**src/exec_pkg.sv**
```systemverilog
package exec_pkg;

  ////////////////////////////////////////////////////////////////////////////
  // widths and fixed constants
  ////////////////////////////////////////////////////////////////////////////

  localparam int XLEN   = 64;                     // data word
  localparam int ILEN   = 32;                     // instruction word
  localparam int PREG_W = 6;                      // physical register index

  localparam logic [PREG_W-1:0] ZERO_REG = 31;   // no writeback

  // instruction field widths, alpha layout
  localparam int OPCODE_W   = 6;
  localparam int REG_W      = 5;
  localparam int LIT_W      = 8;
  localparam int MEM_DISP_W = ILEN - OPCODE_W - 2 * REG_W;   // 16
  localparam int BR_DISP_W  = ILEN - OPCODE_W - REG_W;       // 21

  localparam int MULT_STAGES = 4;
  localparam int MULT_SLICE  = XLEN / MULT_STAGES;   // multiplier bits per stage

  localparam logic [XLEN-1:0] OPB_POISON = 64'hbaad_beef_dead_beef;
  localparam logic [XLEN-1:0] NOT3_MASK  = {{(XLEN-2){1'b1}}, 2'b00};  // word-aligned jumps

  ////////////////////////////////////////////////////////////////////////////
  // decoder selects and function codes
  ////////////////////////////////////////////////////////////////////////////

  typedef enum logic [1:0] {
    ALU_OPA_IS_REGA     = 2'h0,
    ALU_OPA_IS_MEM_DISP = 2'h1,
    ALU_OPA_IS_NPC      = 2'h2,
    ALU_OPA_IS_NOT3     = 2'h3
  } opa_sel_t;

  typedef enum logic [1:0] {
    ALU_OPB_IS_REGB    = 2'h0,
    ALU_OPB_IS_ALU_IMM = 2'h1,
    ALU_OPB_IS_BR_DISP = 2'h2
  } opb_sel_t;                                    // 2'h3 left unused

  typedef enum logic [4:0] {
    ALU_ADDQ   = 5'h00,
    ALU_SUBQ   = 5'h01,
    ALU_AND    = 5'h02,
    ALU_BIS    = 5'h04,
    ALU_XOR    = 5'h06,
    ALU_SRL    = 5'h08,
    ALU_SLL    = 5'h09,
    ALU_SRA    = 5'h0a,
    ALU_CMPEQ  = 5'h0c,
    ALU_CMPLT  = 5'h0d,
    ALU_CMPLE  = 5'h0e,
    ALU_CMPULT = 5'h0f
  } alu_func_t;

  // low three opcode bits of a conditional branch, bit 2 inverts the test
  typedef enum logic [2:0] {
    BR_LBC = 3'b000,
    BR_EQ  = 3'b001,
    BR_LT  = 3'b010,
    BR_LE  = 3'b011,
    BR_LBS = 3'b100,
    BR_NE  = 3'b101,
    BR_GE  = 3'b110,
    BR_GT  = 3'b111
  } br_cond_t;

  ////////////////////////////////////////////////////////////////////////////
  // instruction word, three views of the same 32 bits
  ////////////////////////////////////////////////////////////////////////////

  typedef struct packed {
    logic [OPCODE_W-1:0]   opcode;
    logic [REG_W-1:0]      ra;
    logic [REG_W-1:0]      rb;
    logic [MEM_DISP_W-1:0] disp;
  } mem_fmt_t;

  typedef struct packed {
    logic [OPCODE_W-1:0]  opcode;
    logic [REG_W-1:0]     ra;
    logic [BR_DISP_W-1:0] disp;
  } br_fmt_t;

  typedef struct packed {
    logic [OPCODE_W-1:0] opcode;
    logic [REG_W-1:0]    ra;
    logic [LIT_W-1:0]    lit;                     // bits 20:13
    logic                lit_flag;
    logic [6:0]          func;
    logic [REG_W-1:0]    rc;
  } op_fmt_t;

  typedef union packed {
    mem_fmt_t mem;
    br_fmt_t  br;
    op_fmt_t  op;
  } inst_word_t;

endpackage

```
**src/exec_operand_if.sv**
```systemverilog
`timescale 1ns/1ps

interface exec_operand_if
  import exec_pkg::*;
();

  logic [XLEN-1:0]   opa;                         // selected operand a
  logic [XLEN-1:0]   opb;                         // selected operand b
  logic [XLEN-1:0]   npc;                         // pc + 4 of the instruction
  logic [PREG_W-1:0] dest_reg_idx;
  logic              valid;

  // operand selector side
  modport src (
    output opa, opb, npc, dest_reg_idx, valid
  );

  // alu, writeback and multiplier side
  modport dst (
    input opa, opb, npc, dest_reg_idx, valid
  );

endinterface

```
**src/alu_writeback.sv**
```systemverilog
`timescale 1ns/1ps

module alu_writeback
  import exec_pkg::*;
(
  exec_operand_if.dst       ops,
  input  inst_word_t        ir,
  input  logic [XLEN-1:0]   rega,
  input  logic [XLEN-1:0]   raw_result,
  input  logic              rd_mem,
  input  logic              wr_mem,
  input  logic              cond_branch,
  input  logic              uncond_branch,
  output logic [XLEN-1:0]   result,
  output logic [XLEN-1:0]   branch_target,
  output logic [XLEN-1:0]   store_data,
  output logic              take_branch,
  output logic              mem_read,
  output logic              mem_write,
  output logic [PREG_W-1:0] dest_reg_idx
);

  br_cond_t cond;
  logic     rega_zero;
  logic     rega_neg;
  logic     cond_true;

  assign cond      = br_cond_t'(ir.br.opcode[2:0]);
  assign rega_zero = (rega == '0);
  assign rega_neg  = rega[XLEN-1];

  // branch condition on register a
  always_comb
  begin
    cond_true = 1'b0;
    case (cond)
      BR_LBC: cond_true = ~rega[0];
      BR_EQ:  cond_true = rega_zero;
      BR_LT:  cond_true = rega_neg;
      BR_LE:  cond_true = rega_neg | rega_zero;
      BR_LBS: cond_true = rega[0];
      BR_NE:  cond_true = ~rega_zero;
      BR_GE:  cond_true = ~rega_neg;
      BR_GT:  cond_true = ~rega_neg & ~rega_zero;
    endcase
  end

  assign take_branch = ops.valid & (uncond_branch | (cond_branch & cond_true));

  // link value replaces the adder output on jumps and unconditional branches
  assign result        = !ops.valid   ? '0 :
                         uncond_branch ? ops.npc :
                                         raw_result;
  assign branch_target = ops.valid ? raw_result : '0;   // adder computes the target

  assign mem_read  = ops.valid & rd_mem;
  assign mem_write = ops.valid & wr_mem;

  // loads and stores write back through the lsq, not here
  assign dest_reg_idx = (rd_mem | wr_mem) ? ZERO_REG : ops.dest_reg_idx;
  assign store_data   = rega;

endmodule

```
**src/flat_wrapper.sv**
```systemverilog
// flat-port wrapper written by rule: the top's interface ports become plain ports
module alu_writeback_flat import exec_pkg::*;
  (ir, rega, raw_result, rd_mem, wr_mem, cond_branch, uncond_branch, result, branch_target, store_data, take_branch, mem_read, mem_write, dest_reg_idx, ops_opa, ops_opb, ops_npc, ops_dest_reg_idx, ops_valid);
  exec_operand_if ops_i ();
  input  inst_word_t ir;
  input  logic [XLEN-1:0] rega;
  input  logic [XLEN-1:0] raw_result;
  input  logic rd_mem;
  input  logic wr_mem;
  input  logic cond_branch;
  input  logic uncond_branch;
  output logic [XLEN-1:0] result;
  output logic [XLEN-1:0] branch_target;
  output logic [XLEN-1:0] store_data;
  output logic take_branch;
  output logic mem_read;
  output logic mem_write;
  output logic [PREG_W-1:0] dest_reg_idx;
  input wire logic [$bits(ops_i.opa)-1:0] ops_opa;
  input wire logic [$bits(ops_i.opb)-1:0] ops_opb;
  input wire logic [$bits(ops_i.npc)-1:0] ops_npc;
  input wire logic [$bits(ops_i.dest_reg_idx)-1:0] ops_dest_reg_idx;
  input wire logic [$bits(ops_i.valid)-1:0] ops_valid;
  assign ops_i.opa = ops_opa;
  assign ops_i.opb = ops_opb;
  assign ops_i.npc = ops_npc;
  assign ops_i.dest_reg_idx = ops_dest_reg_idx;
  assign ops_i.valid = ops_valid;
  alu_writeback u_core (.ops(ops_i), .ir(ir), .rega(rega), .raw_result(raw_result), .rd_mem(rd_mem), .wr_mem(wr_mem), .cond_branch(cond_branch), .uncond_branch(uncond_branch), .result(result), .branch_target(branch_target), .store_data(store_data), .take_branch(take_branch), .mem_read(mem_read), .mem_write(mem_write), .dest_reg_idx(dest_reg_idx));
endmodule
```
**config.mk**
```make
export PLATFORM = sky130hd
export DESIGN_NAME = alu_writeback_flat
export DESIGN_NICKNAME = d
export VERILOG_FILES = /design/src/exec_pkg.sv /design/src/exec_operand_if.sv /design/src/alu_writeback.sv /design/src/flat_wrapper.sv
export SDC_FILE = /design/constraint.sdc
export NUM_CORES = 1
export LEC_CHECK = 0
export BUFFER_PORTS_ARGS = -buffer_cell sky130_fd_sc_hd__buf_4
export CELL_PAD_IN_SITES_DETAIL_PLACEMENT = 1
export CELL_PAD_IN_SITES_GLOBAL_PLACEMENT = 2
export CORE_AREA = 4 4 217 219
export DETAILED_ROUTE_END_ITERATION = 7
export DIE_AREA = 0 0 221 223
export GPL_ROUTABILITY_DRIVEN = 0
export PLACE_DENSITY = 0.59
export SLEW_MARGIN = 20
export SYNTH_ARGS = -nofsm -noshare
export SYNTH_HDL_FRONTEND = slang
export SYNTH_SLANG_ARGS = --single-unit
```
**constraint.sdc**
```tcl
create_clock -name vclk -period 2.2
set_input_delay 0.55 -clock vclk [all_inputs]
set_output_delay 0.55 -clock vclk [all_outputs]
set_load 0.03 [all_outputs]
```
==> results.yml <==
run_status:
  status: "finished, violations left"
  violations: "negative setup slack"
global_routing:
  antenna_found_initial: 2
  grt_usage_pct: 6.74
  grt_pass1_vias: 4204
  grt_overflow: 0
  grt_max_degree: 76
  grt_pass1_wl_um: 26400
routing:
  vias: 3742
  drt-total-wl_um: 18300
  firstDrtPassIters: 4
  drcViolationCount: 0
  vias_per_cell: 2.89
  ant_nets: 0
  wl_per_cell_um: 14.2
  initialDrtViolationCount: 48
power:
  p_seq_share_pct: 0
  ir_drop_mv: 0.0938
  power_frac_comb_pct: 100.0
  p_sw_uw: 805
  p_per_area_mw_per_mm2: 244
  p_clk_share_pct: 0
  p_leak_nw: 3.04
  swShare_pct: 54.0
  internal_power_uw: 686
  power.total_mw: 1.49
cells_and_area:
  final_area_mm2: 0.00611
  multiInputGateArea_mm2: 0.00184
  layout-drive-gt1-share_pct: 68.5
  clock_buffers: 0
  nets: 1058
  n_sequential_cell: 0
  nFillCells: 5513
  regArea_um2: 0
  area_growth_pct: 161
setup_path:
  startpoint_type: "primary input"
  worstPathRequired_ns: 1.65
  crit_arrival_ns: 2.04
  slowest_delay_ns: 0.28
  cp-end-kind: "output port"
  critical-path-top-delay-family: "simple AND/OR/NAND/NOR gates"
  slowest_stage: "nor4_4"
  crit_fanout: 2
  cp_num_buf_inv: 4
  critPathKind: "primary input to output port"
  cp_cell_sequence: "buf_8, nor4_4, buf_4, nand4_1, nor4_4, buf_4, a21oi_2, nand3b_1, buf_6"
clock_tree:
  cts.hold.buffers_added: 0
place:
  post-place-ws_ns: -0.608
  place_area_mm2: 0.00600
  post-dp-hpwl_um: 16600
  io_buffers: 407
min_path:
  worstHoldPathCells: 2
  min_from: "rega[38]"
  hp-class: "primary input to output port"
  min_to: "store_data[38]"
floorplan:
  chipWidth_um: 221
  die_y_um: 223
  rows: 78
  start_util_pct: 5.19
  ios: 564
  die_area_mm2: 0.0493
  core_mm2: 0.0451
logic_synthesis:
  synth_top_area_share_pct: 27.4
  synth_most_common_cell: "and2_1"
  syn-num-nets: 683
  synth_top_cell_by_area: "mux2i_1"
  netlist_area_mm2: 0.00234
  ys_types: 29
  syn-mean-instance-area_um2: 7.32
  syn-instance-count: 320
  synthTopCellsByCount: "66 x and2_1, 64 x buf_4, 64 x mux2i_1, 64 x nor2b_1, 14 x nor4_1"
  seq_area_frac_synth_pct: 0
  yosysWarnings: 0
  yosys-top-cells-area: "mux2i_1 27%, buf_4 21%, and2_1 18%"
timing:
  drv_slew: 0
  fin_crit_ns: 2.59
  hold_violations: 0
  worstMarginPinSlew_ns: 0.303
  grt_setup_unrepaired: "true"
  fin_crit_sh_pct: 118
  fin_hold_ws_ns: 1.33
  slew_headroom_pct: 79.6
  fin_ws_ns: -0.388
  finalSetupViolCount: 1
  max_freq_mhz: 386
flow_run:
  drv_cap: 0
-- routing by layer --
metal  vias to the layer above  wire length (um)  global-route usage, %
met5                         -                 0                      0
met4                         0               361                   1.31
met3                        10              1980                   2.61
met2                       302              9440                   12.9
met1                      1680              6560                   7.01
li1                       1750                 -                      -
-- per-stage QoR --
stage / setup TNS [ns] / cells / util [%]
final: -0.388 / 1294 / 13.5
after floorplan: 0 / 320 / -
after global placement: -0.655 / 1292 / 13.3
after detailed placement: -0.608 / 1292 / 13.3
after CTS: -0.421 / 1293 / 13.5
after global routing: -0.474 / 1294 / 13.5
-- power by group through the flow --
stage	clock (mW)	combinational [mW]	sequential, mW
floorplan	0	0.766	0
global placement	0	1.49	0
detailed placement	0	1.50	0
CTS	0	1.51	0
global route	0.0000000616	1.59	0
finish	0.0000000616	1.49	0
-- cell families (layout without fill, tap and decap cells) --
| kind of cell | Yosys count | after routing | share of synthesized area [%] |
|---|---|---|---|
| AOI/OAI and AO/OA | 3 | 3 | 0.801 |
| buffers and inverters | 85 | 458 | 25.5 |
| muxes | 64 | 64 | 27.4 |
| and+or+nand+nor | 168 | 168 | 46.3 |
| other | 0 | 1 | 0 |
-- worst max path at each step --
stage | from | end | cells past startpoint
floorplan | rega[28] | take_branch | 5
global placement | rega[54] | take_branch | 9
detailed placement | rega[54] | take_branch | 9
CTS | rega[19] | take_branch | 9
global route | rega[19] | take_branch | 9
finish | rega[19] | take_branch | 9
-- layout by cell type, fill, tap and decap left out --
cell       Yosys  routed
nand2_2        1       1
nor4_2         0       4
nand3b_1       1       1
a21oi_2        0       1
and4_2         1       1
nand2_1        2       2
nand3_2        1       1
nor2_1         1       1
diode_2        0       1
o21ai_0        1       1
nor4_4         1       5
or3_1          5       5
and2b_2        1       1
buf_4         64     449
and3_4         1       1
buf_6          2       4
o2111ai_2      0       1
nor3b_1        1       1
nor3_1         1       1
buf_8          0       1
and2_1        66      66
nor4b_1        1       1
buf_12         1       4
nand4_1        3       3
mux2i_1       64      64
or4b_1         1       1
or4b_4         0       1
nor2b_1       64      64
nor4_1        14       6
nand3_1        1       1
-- what timing repair did --
item	CTS	global route
setup endpoints to repair	1	8
pin swaps	3	0
gates resized for setup	11	6
endpoints found under the hold margin	0	0
setup buffers	1	0
-- layout make-up --
class                      count  share of cell area [%]
antenna                        1                  0.0410
multi-input combinational    235                    30.2
tap                          600                    12.3
timing repair buffer         458                    57.5
(Power assumes the default switching activity.)
