## src/exec_pkg.sv

```systemverilog
package exec_pkg;

  ////////////////////////////////////////////////////////////////////////////
  // widths and fixed constants
  ////////////////////////////////////////////////////////////////////////////

  localparam int XLEN   = 64;                     // data word
  localparam int ILEN   = 32;                     // instruction word
  localparam int PREG_W = 6;                      // physical register index

  localparam logic [PREG_W-1:0] ZERO_REG = 31;   // no writeback

  // instruction field widths, alpha layout
  localparam int OPCODE_W   = 6;
  localparam int REG_W      = 5;
  localparam int LIT_W      = 8;
  localparam int MEM_DISP_W = ILEN - OPCODE_W - 2 * REG_W;   // 16
  localparam int BR_DISP_W  = ILEN - OPCODE_W - REG_W;       // 21

  localparam int MULT_STAGES = 4;
  localparam int MULT_SLICE  = XLEN / MULT_STAGES;   // multiplier bits per stage

  localparam logic [XLEN-1:0] OPB_POISON = 64'hbaad_beef_dead_beef;
  localparam logic [XLEN-1:0] NOT3_MASK  = {{(XLEN-2){1'b1}}, 2'b00};  // word-aligned jumps

  ////////////////////////////////////////////////////////////////////////////
  // decoder selects and function codes
  ////////////////////////////////////////////////////////////////////////////

  typedef enum logic [1:0] {
    ALU_OPA_IS_REGA     = 2'h0,
    ALU_OPA_IS_MEM_DISP = 2'h1,
    ALU_OPA_IS_NPC      = 2'h2,
    ALU_OPA_IS_NOT3     = 2'h3
  } opa_sel_t;

  typedef enum logic [1:0] {
    ALU_OPB_IS_REGB    = 2'h0,
    ALU_OPB_IS_ALU_IMM = 2'h1,
    ALU_OPB_IS_BR_DISP = 2'h2
  } opb_sel_t;                                    // 2'h3 left unused

  typedef enum logic [4:0] {
    ALU_ADDQ   = 5'h00,
    ALU_SUBQ   = 5'h01,
    ALU_AND    = 5'h02,
    ALU_BIS    = 5'h04,
    ALU_XOR    = 5'h06,
    ALU_SRL    = 5'h08,
    ALU_SLL    = 5'h09,
    ALU_SRA    = 5'h0a,
    ALU_CMPEQ  = 5'h0c,
    ALU_CMPLT  = 5'h0d,
    ALU_CMPLE  = 5'h0e,
    ALU_CMPULT = 5'h0f
  } alu_func_t;

  // low three opcode bits of a conditional branch, bit 2 inverts the test
  typedef enum logic [2:0] {
    BR_LBC = 3'b000,
    BR_EQ  = 3'b001,
    BR_LT  = 3'b010,
    BR_LE  = 3'b011,
    BR_LBS = 3'b100,
    BR_NE  = 3'b101,
    BR_GE  = 3'b110,
    BR_GT  = 3'b111
  } br_cond_t;

  ////////////////////////////////////////////////////////////////////////////
  // instruction word, three views of the same 32 bits
  ////////////////////////////////////////////////////////////////////////////

  typedef struct packed {
    logic [OPCODE_W-1:0]   opcode;
    logic [REG_W-1:0]      ra;
    logic [REG_W-1:0]      rb;
    logic [MEM_DISP_W-1:0] disp;
  } mem_fmt_t;

  typedef struct packed {
    logic [OPCODE_W-1:0]  opcode;
    logic [REG_W-1:0]     ra;
    logic [BR_DISP_W-1:0] disp;
  } br_fmt_t;

  typedef struct packed {
    logic [OPCODE_W-1:0] opcode;
    logic [REG_W-1:0]    ra;
    logic [LIT_W-1:0]    lit;                     // bits 20:13
    logic                lit_flag;
    logic [6:0]          func;
    logic [REG_W-1:0]    rc;
  } op_fmt_t;

  typedef union packed {
    mem_fmt_t mem;
    br_fmt_t  br;
    op_fmt_t  op;
  } inst_word_t;

endpackage

```

## src/exec_operand_if.sv

```systemverilog
`timescale 1ns/1ps

interface exec_operand_if
  import exec_pkg::*;
();

  logic [XLEN-1:0]   opa;                         // selected operand a
  logic [XLEN-1:0]   opb;                         // selected operand b
  logic [XLEN-1:0]   npc;                         // pc + 4 of the instruction
  logic [PREG_W-1:0] dest_reg_idx;
  logic              valid;

  // operand selector side
  modport src (
    output opa, opb, npc, dest_reg_idx, valid
  );

  // alu, writeback and multiplier side
  modport dst (
    input opa, opb, npc, dest_reg_idx, valid
  );

endinterface

```

## src/operand_select.sv

```systemverilog
`timescale 1ns/1ps

module operand_select
  import exec_pkg::*;
(
  input  logic [XLEN-1:0]   npc,
  input  inst_word_t        ir,
  input  logic [XLEN-1:0]   rega,
  input  logic [XLEN-1:0]   regb,
  input  opa_sel_t          opa_select,
  input  opb_sel_t          opb_select,
  input  logic [PREG_W-1:0] dest_reg_idx,
  input  logic              valid,
  exec_operand_if.src       ops
);

  logic [XLEN-1:0] mem_disp;
  logic [XLEN-1:0] br_disp;
  logic [XLEN-1:0] alu_imm;

  // immediates pulled from the instruction word
  assign mem_disp = {{(XLEN-MEM_DISP_W){ir.mem.disp[MEM_DISP_W-1]}}, ir.mem.disp};
  assign br_disp  = {{(XLEN-BR_DISP_W-2){ir.br.disp[BR_DISP_W-1]}},
                     ir.br.disp, 2'b00};          // word offset to bytes
  assign alu_imm  = {{(XLEN-LIT_W){1'b0}}, ir.op.lit};   // literal is unsigned

  // operand a mux
  always_comb
  begin
    ops.opa = rega;
    case (opa_select)
      ALU_OPA_IS_REGA:     ops.opa = rega;
      ALU_OPA_IS_MEM_DISP: ops.opa = mem_disp;
      ALU_OPA_IS_NPC:      ops.opa = npc;
      ALU_OPA_IS_NOT3:     ops.opa = NOT3_MASK;
    endcase
  end

  // operand b mux
  always_comb
  begin
    case (opb_select)
      ALU_OPB_IS_REGB:    ops.opb = regb;
      ALU_OPB_IS_ALU_IMM: ops.opb = alu_imm;
      ALU_OPB_IS_BR_DISP: ops.opb = br_disp;
      default:            ops.opb = OPB_POISON;  // easy to spot in a dump
    endcase
  end

  // tags ride along with the operands
  assign ops.npc          = npc;
  assign ops.dest_reg_idx = dest_reg_idx;
  assign ops.valid        = valid;

endmodule

```

## src/flat_wrapper.sv

```systemverilog
// flat-port wrapper written by rule: the top's interface ports become plain ports
module operand_select_flat import exec_pkg::*;
  (npc, ir, rega, regb, opa_select, opb_select, dest_reg_idx, valid, ops_opa, ops_opb, ops_npc, ops_dest_reg_idx, ops_valid);
  exec_operand_if ops_i ();
  input  logic [XLEN-1:0] npc;
  input  inst_word_t ir;
  input  logic [XLEN-1:0] rega;
  input  logic [XLEN-1:0] regb;
  input  opa_sel_t opa_select;
  input  opb_sel_t opb_select;
  input  logic [PREG_W-1:0] dest_reg_idx;
  input  logic valid;
  output wire logic [$bits(ops_i.opa)-1:0] ops_opa;
  output wire logic [$bits(ops_i.opb)-1:0] ops_opb;
  output wire logic [$bits(ops_i.npc)-1:0] ops_npc;
  output wire logic [$bits(ops_i.dest_reg_idx)-1:0] ops_dest_reg_idx;
  output wire logic [$bits(ops_i.valid)-1:0] ops_valid;
  assign ops_opa = ops_i.opa;
  assign ops_opb = ops_i.opb;
  assign ops_npc = ops_i.npc;
  assign ops_dest_reg_idx = ops_i.dest_reg_idx;
  assign ops_valid = ops_i.valid;
  operand_select u_core (.npc(npc), .ir(ir), .rega(rega), .regb(regb), .opa_select(opa_select), .opb_select(opb_select), .dest_reg_idx(dest_reg_idx), .valid(valid), .ops(ops_i));
endmodule
```

## config.mk

```make
export PLATFORM = sky130hd
export DESIGN_NAME = operand_select_flat
export DESIGN_NICKNAME = d
export VERILOG_FILES = /design/src/exec_pkg.sv /design/src/exec_operand_if.sv /design/src/operand_select.sv /design/src/flat_wrapper.sv
export SDC_FILE = /design/constraint.sdc
export NUM_CORES = 1
export LEC_CHECK = 0
export BUFFER_PORTS_ARGS = -buffer_cell sky130_fd_sc_hd__buf_2
export CAP_MARGIN = 0
export CORE_AREA = 4 4 169 171
export DETAILED_ROUTE_END_ITERATION = 10
export DIE_AREA = 0 0 173 175
export GPL_ROUTABILITY_DRIVEN = 0
export PLACE_DENSITY_LB_ADDON = 0.25
export SYNTH_ARGS = -nofsm -noshare
export SYNTH_HDL_FRONTEND = slang
export SYNTH_SLANG_ARGS = --single-unit
```

## constraint.sdc

```tcl
create_clock -name vclk -period 2
set_input_delay 0.6 -clock vclk [all_inputs]
set_output_delay 0.6 -clock vclk [all_outputs]
set_load 0.1 [all_outputs]
```

==> results of run 1 <==
worst paths after layout:
kind              cells past startpoint          end           from  slack, ps
setup / recovery                      6  ops_opa[24]  opa_select[0]       -270
hold / removal                        0    ops_valid          valid       1200
logic make-up after synthesis:
kind of cell	after synthesis	synth area share
simple gates	71	0.118
compound gates	185	0.477
mux	25	0.106
buf+inv	122	0.298
power breakdown:
part / total (W) / leakage, nW / internal (W) / switching [W]
combinational: 0.00505 / 4.63 / 0.00198 / 0.00307
sequential: 0 / 0 / 0 / 0
clock: 0 / 0 / 0 / 0
total: 0.00505 / 4.63 / 0.00198 / 0.00307
stage by stage:
| step | std cells | utilization | area [um2] | setup WS (ps) |
|---|---|---|---|---|
| CTS | 1147 | 0.388 | 10400 | -286 |
| global route | 1151 | 0.392 | 10500 | -298 |
| detailed placement | 1107 | 0.347 | 9320 | -351 |
| global placement | 1107 | 0.347 | 9320 | -345 |
| finish | 1151 | 0.392 | 10500 | -270 |
| floorplan | 403 | - | 4240 | -582 |
layer usage:
layer	GRT usage	share of wire
met5	0	0
met1	0.147	0.36
met3	0.0316	0.070
met4	0.0196	0.014
met2	0.266	0.56
cell type report:
cell class                      count  area [um2]
Fill cell                        2562       16300
Inverter                            3        11.3
Multi-Input combinational cell    282        3490
Tap cell                          341         427
Timing Repair Buffer              525        6620
what timing repair did:
item	in CTS	in global routing
resized for setup	146	34
setup endpoints to repair	128	128
hold endpoints to repair	0	0
buffers inserted	27	12
pin swaps	74	37
gates cloned	16	1
cell usage in the layout (no fill, tap or decap), types with 2 or more instances in the layout:
master	instances
buf_12	220
buf_2	212
o31ai_4	49
buf_4	49
nor2_1	46
o21ai_1	32
a21o_4	30
buf_6	20
mux2_4	17
o21ai_2	17
o22a_4	16
nand2b_4	13
a21oi_4	12
o21ai_0	11
a21bo_4	11
buf_16	11
buf_8	9
nor2_4	7
inv_1	3
mux2i_4	3
mux2i_2	3
o22a_2	3
bufbuf_16	3
nand2_8	2
o22ai_2	2
==> results.ini, run 1 <==
[critical_path]
critPathMaxStageDelay_ps = 260
crit_family = buffers and inverters
critPathRequiredTime_ps = 1400
crit_top_cell = buf_12
crit_slowest_cell = o31ai_4
critPathCaptureType = output pin
path_buf_inv = 4
cp-start-kind = input port
worstPathCellList = buf_12 > nor2b_4 > buf_12 > clkbuf_16 > o31ai_4 > buf_12
crit_fanout = 7
worstPathArrival_ps = 1670
crit_type = in2out

[placement]
io_buffers = 409
hpwlAfterDp_mm = 17.2

[route]
first_pass_iters = 4
ant_nets = 0
drtIter0Drc = 83
routedWlPerCell_um = 19.2
viasPerCell = 4.07
totalWireLength_mm = 22.1
vias = 4690
drcViolationCount = 0

[sta]
drv_slew = 0
rsz0062_at_grt = true
finalSetupViolations = 126
finalHoldViolCount = 0
layout_min_cycle_time_ps = 2270
hold_slack_ps = 1200
period_share = 1.14
max_freq_mhz = 440
slew_headroom = 0.784
timing.final.ws_setup_ps = -270
worst_pin_slew_ps = 321
fin_tns_setup_ps = -24580

[floorplan]
start_util = 0.102
io_pins = 434
dieArea_um2 = 30300
die_x_um = 173
core_um2 = 26900
dieHeight_um = 175
rows = 60

[yosys]
synthDistinctLibCells = 25
synth_common_cells = 75 x buf_4, 60 x o21ai_0, 53 x nor2_1, 39 x o31ai_1, 30 x a21o_1
yosysTopAreaCellShare = 0.206
synth_nets = 638
synth_most_common_cell = buf_4
syn_area_um2 = 2740
synth_area_leaders = buf_4 21%, o21ai_0 11%, o31ai_1 11%
synth.avg_cell_area_um2 = 6.80
ys_warn_count = 0
ys_seq_area_frac = 0
netlist_instances = 403
netlist.top_cell.by_area = buf_4

[final_layout]
clock_buffers = 0
antenna_cells = 0
area_growth_pct = 285
drive_gt1_frac = 0.883
nets = 1047
seq_area_um2 = 0
design.seq.count = 0

[global_route]
grt_util_all_layers = 0.134
grt-ovfl-total = 0
grt_pass1_vias = 5165
grt_max_degree = 32
antenna_found_initial = 0
grt_pass1_wl_mm = 32.3

[power_and_ir_drop]
vdd_drop_max_mv = 0.308
power_density_nw_per_um2 = 479
p_leak_nw = 4.63
p_total_w = 0.00505

[clock_network]
hold_buffers = 0

[outcome]
run_status = finished, violations left
violations = setup timing

[min_path]
hold_class = in2out

[flow_run]
maxCapViolCount = 0

Power figures use the tool's default switching activity.
==> inputs of run 2 (changes only) <==
Settings changed: GPL_TIMING_DRIVEN from default to 0.
==> run 2 against run 1 <==
Effect of this change: the run still ends with setup timing left; highest routed layer unchanged; sequential share of layout area is the same; worst hold slack gained 360 ps; first-iteration DRC count grew 23%; wire length grew 1.5%; maximum frequency grew 0.82%; global-route usage shrank 0.65 points; flip-flop and latch count is the same; die area is the same; cell count grew 3.7%; critical path depth is the same; combinational power shrank 4%; design area shrank 7.6%.
==> results.ini, run 2 (synthesis results as in run 1) <==
[outcome]
run_status = finished, violations left
violations = setup timing

[global_route]
grt_util_all_layers = 0.128
grt_pass1_vias = 5124
grt_pass1_wl_mm = 31.0
antenna_found_initial = 1
grt_max_degree = 11
grt-ovfl-total = 0

[floorplan]
dieArea_um2 = 30300
rows = 60
die_x_um = 173
core_um2 = 26900
io_pins = 434
start_util = 0.102
dieHeight_um = 175

[sta]
timing.final.ws_setup_ps = -252
drv_slew = 0
finalHoldViolCount = 0
rsz0062_at_grt = true
max_freq_mhz = 444
worst_pin_slew_ps = 512
layout_min_cycle_time_ps = 2250
period_share = 1.13
fin_tns_setup_ps = -20760
finalSetupViolations = 125
slew_headroom = 0.661

[power_and_ir_drop]
p_leak_nw = 4.42
vdd_drop_max_mv = 0.329
power_density_nw_per_um2 = 498

[final_layout]
drive_gt1_frac = 0.882
antenna_cells = 0
final_cell_mix = 283 x buf_2, 146 x buf_12, 81 x buf_4
final_common_cell = buf_2
nets = 1090
multi_input_area_um2 = 3420
fill_cells = 2621
design.seq.count = 0
clock_buffers = 0
seq_area_um2 = 0
area_growth_pct = 256

[min_path]
holdCritStartpoint = regb[63]
hold_class = in2out
holdPathStages = 3
whs_endpoint = ops_opb[63]

[route]
routedWlPerCell_um = 18.8
ant_nets = 0
first_pass_iters = 4
viasPerCell = 4.04
drtIter0Drc = 102
totalWireLength_mm = 22.4
drcViolationCount = 0
vias = 4824

[critical_path]
cp-start-kind = input port
worstPathArrival_ps = 1650
critPathRequiredTime_ps = 1400
crit_type = in2out
crit_fanout = 8
critPathCaptureType = output pin

[placement]
place_ws_ps = -863
hpwlAfterDp_mm = 17.2
io_buffers = 413

[flow_run]
maxCapViolCount = 0

[clock_network]
hold_buffers = 0

## run 2: layout make-up
class	instances	area share
plain buffers	118	0.129
inverters	3	0.00116
multi-input cells	281	0.351
well taps	341	0.0438
repair buffers	451	0.475
## run 2: per-stage QoR
step	power [W]	hold slack [ps]	std cells	area (um2)	util
2_1_floorplan	0.00311	1410	403	4240	-
3_3_place_gp	0.00376	1580	1157	6730	0.250
3_5_place_dp	0.00376	1580	1157	6730	0.250
4_1_cts	0.00460	1560	1173	8900	0.331
5_1_grt	0.00499	1560	1194	9750	0.363
6_report	0.00486	1560	1194	9750	0.363
## run 2: repair_timing
action	CTS	global route
cloned	4	13
setup buffers	12	12
endpoints found under the hold margin	0	0
gates resized for setup	552	152
setup endpoints to repair	128	126
pin swaps	13	28
## run 2: routing by layer
metal / vias to the layer above / global-route usage / wire (um)
met5: - / 0 / 0
met3: 16 / 0.0236 / 1370
met4: 0 / 0.0200 / 333
met1: 2252 / 0.145 / 8330
met2: 244 / 0.250 / 12400
li1: 2312 / - / -
## run 2: worst max-delay path by stage
stage	start	to	slack [ps]	depth (start not counted)
after floorplan	opa_select[0]	ops_opa[53]	-580	5
after global placement	opa_select[1]	ops_opa[62]	-870	5
after detailed placement	opa_select[1]	ops_opa[62]	-860	5
after CTS	opa_select[0]	ops_opa[14]	-270	6
after global routing	opa_select[0]	ops_opa[17]	-270	6
final	opa_select[0]	ops_opa[17]	-250	6
## run 2: worst max-delay path, stage by stage
cell and delay [ps]:
buf_16 120, nor2b_4 160, buf_12 150, buf_12 150
o31ai_4 250, buf_12 210
## run 2: power breakdown
part / total [W] / switching [W] / internal, W
Combinational: 0.00486 / 0.00309 / 0.00176
Clock: 0 / 0 / 0
Sequential: 0 / 0 / 0
Total: 0.00486 / 0.00309 / 0.00176
==> inputs of run 3 (changes only) <==
--- a/config.mk
+++ b/config.mk
@@ -8,7 +8,10 @@
 export BUFFER_PORTS_ARGS = -buffer_cell sky130_fd_sc_hd__buf_2
 export CAP_MARGIN = 0
-export CORE_AREA = 4 4 169 171
+export CELL_PAD_IN_SITES_DETAIL_PLACEMENT = 1
+export CELL_PAD_IN_SITES_GLOBAL_PLACEMENT = 2
+export CORE_ASPECT_RATIO = 0.6
+export CORE_MARGIN = 4
+export CORE_UTILIZATION = 12
 export DETAILED_ROUTE_END_ITERATION = 10
-export DIE_AREA = 0 0 173 175
 export GPL_ROUTABILITY_DRIVEN = 0
 export GPL_TIMING_DRIVEN = 0
==> constraint.sdc (replaced) <==
create_clock -name vclk -period 2
set_input_delay 0.6 -clock vclk [all_inputs]
set_output_delay 0.6 -clock vclk [all_outputs]
set_load 0.01 [all_outputs]
==> run 3 against run 2 <==
Effect of this change: the flow still finishes with violations (setup timing); global-route usage rose by 3.3 points; worst setup slack gained 82 ps; design area fell by 25%; wire length grew 4.3%; critical path type unchanged.
==> results.ini, run 3 (synthesis results as in run 1) <==
[sta]
period_share = 1.09
hold_slack_ps = 1390
finalSetupViolations = 120
finalHoldViolCount = 0
slew_headroom = 0.695
max_freq_mhz = 461
fin_tns_setup_ps = -9420
layout_min_cycle_time_ps = 2170
worst_pin_slew_ps = 457
drv_slew = 0
timing.final.ws_setup_ps = -170
rsz0062_at_grt = true

[global_route]
grt_pass1_wl_mm = 32.2
grt-ovfl-total = 0
grt_max_degree = 11
antenna_found_initial = 1
met2_usage = 0.263
met1_usage = 0.242
grt_use_met3 = 0.0186
grt_util_all_layers = 0.161
grt_pass1_vias = 5039
top_usage_layer = met2

[power_and_ir_drop]
power_density_nw_per_um2 = 266
pwr-share-seq = 0
p_leak_nw = 3.73
internal_power_w = 0.00104
power.switching_w = 0.000919
p_clk_frac = 0
p_sw_frac = 0.470
vdd_drop_max_mv = 0.0755
p_comb_frac = 1.000

[floorplan]
dieHeight_um = 125
start_util = 0.123
io_pins = 434
dieArea_um2 = 25400
die_x_um = 203
rows = 42
core_um2 = 22200

[route]
drcViolationCount = 0
totalWireLength_mm = 23.4
ant_nets = 0
vias = 4768
first_pass_iters = 4
drtIter0Drc = 164
routedWlPerCell_um = 20.2
viasPerCell = 4.11

[final_layout]
final_cell_mix = 382 x buf_2, 80 x buf_4, 50 x buf_6
design.seq.count = 0
final_common_cell = buf_2
antenna_cells = 0
nets = 1088
clock_buffers = 0
area_growth_pct = 168
drive_gt1_frac = 0.851
seq_area_um2 = 0

[placement]
hpwlAfterDp_mm = 18.4
io_buffers = 413
place_ws_ps = -456

[critical_path]
worstPathArrival_ps = 1570
crit_type = in2out
path_buf_inv = 4
crit_top_cell = buf_12
worstPathCellList = buf_12 > buf_12 > nand2b_4 > buf_8 > o22a_1 > buf_6
cp-start-kind = input port
critPathRequiredTime_ps = 1400
crit_family = buffers and inverters
critPathMaxStageDelay_ps = 220
crit_slowest_cell = o22a_1
critPathCaptureType = output pin
crit_fanout = 5

[clock_network]
hold_buffers = 0

[flow_run]
maxCapViolCount = 0

[min_path]
hold_class = in2out

[outcome]
violations = setup timing
run_status = finished, violations left

run 3: changes by cell type in the layout (fill, tap and decap cells not counted), sizes merged:
cell | before | now
buf | 544 | 551
clkbuf | 25 | 16
run 3: layout make-up:
class                           instances  area (um2)
Multi-Input combinational cell        281        2790
Buffer                                119        1190
Timing Repair Buffer                  448        2970
Fill cell                            2712       14900
Inverter                                3        11.3
Tap cell                              308         385
run 3: final timing paths:
path / end / slack [ps] / start / cells past startpoint
hold / removal: ops_dest_reg_idx[3] / 1390 / dest_reg_idx[3] / 2
setup / recovery: ops_opa[13] / -170 / opa_select[0] / 6
run 3: stage by stage:
| step | utilization | power (W) | instance area [um2] | std cells |
|---|---|---|---|---|
| floorplan | - | 0.000689 | 2740 | 403 |
| global placement | 0.234 | 0.00137 | 5190 | 1124 |
| detailed placement | 0.234 | 0.00136 | 5190 | 1124 |
| CTS | 0.287 | 0.00170 | 6380 | 1148 |
| global route | 0.330 | 0.00209 | 7340 | 1159 |
| finish | 0.330 | 0.00196 | 7340 | 1159 |
run 3: what timing repair did:
| item | 4_1_cts | 5_1_grt |
|---|---|---|
| pin swaps | 26 | 39 |
| hold endpoints to repair | 0 | 0 |
| gates resized for setup | 225 | 188 |
| setup endpoints to repair | 126 | 128 |
| gates cloned | 15 | 9 |
| buffers inserted | 9 | 4 |
run 3: layer usage:
layer | share of wire | up-vias
met5 | 0.00051 | -
met4 | 0.0017 | 2
met3 | 0.044 | 4
met2 | 0.46 | 147
met1 | 0.50 | 2305
li1 | - | 2310
run 3: power groups by stage:
stage	Combinational, W	Clock (W)	Sequential, W
finish	0.00196	0	0
global route	0.00209	0	0
CTS	0.00170	0	0
detailed placement	0.00136	0	0
global placement	0.00137	0	0
floorplan	0.000689	0	0
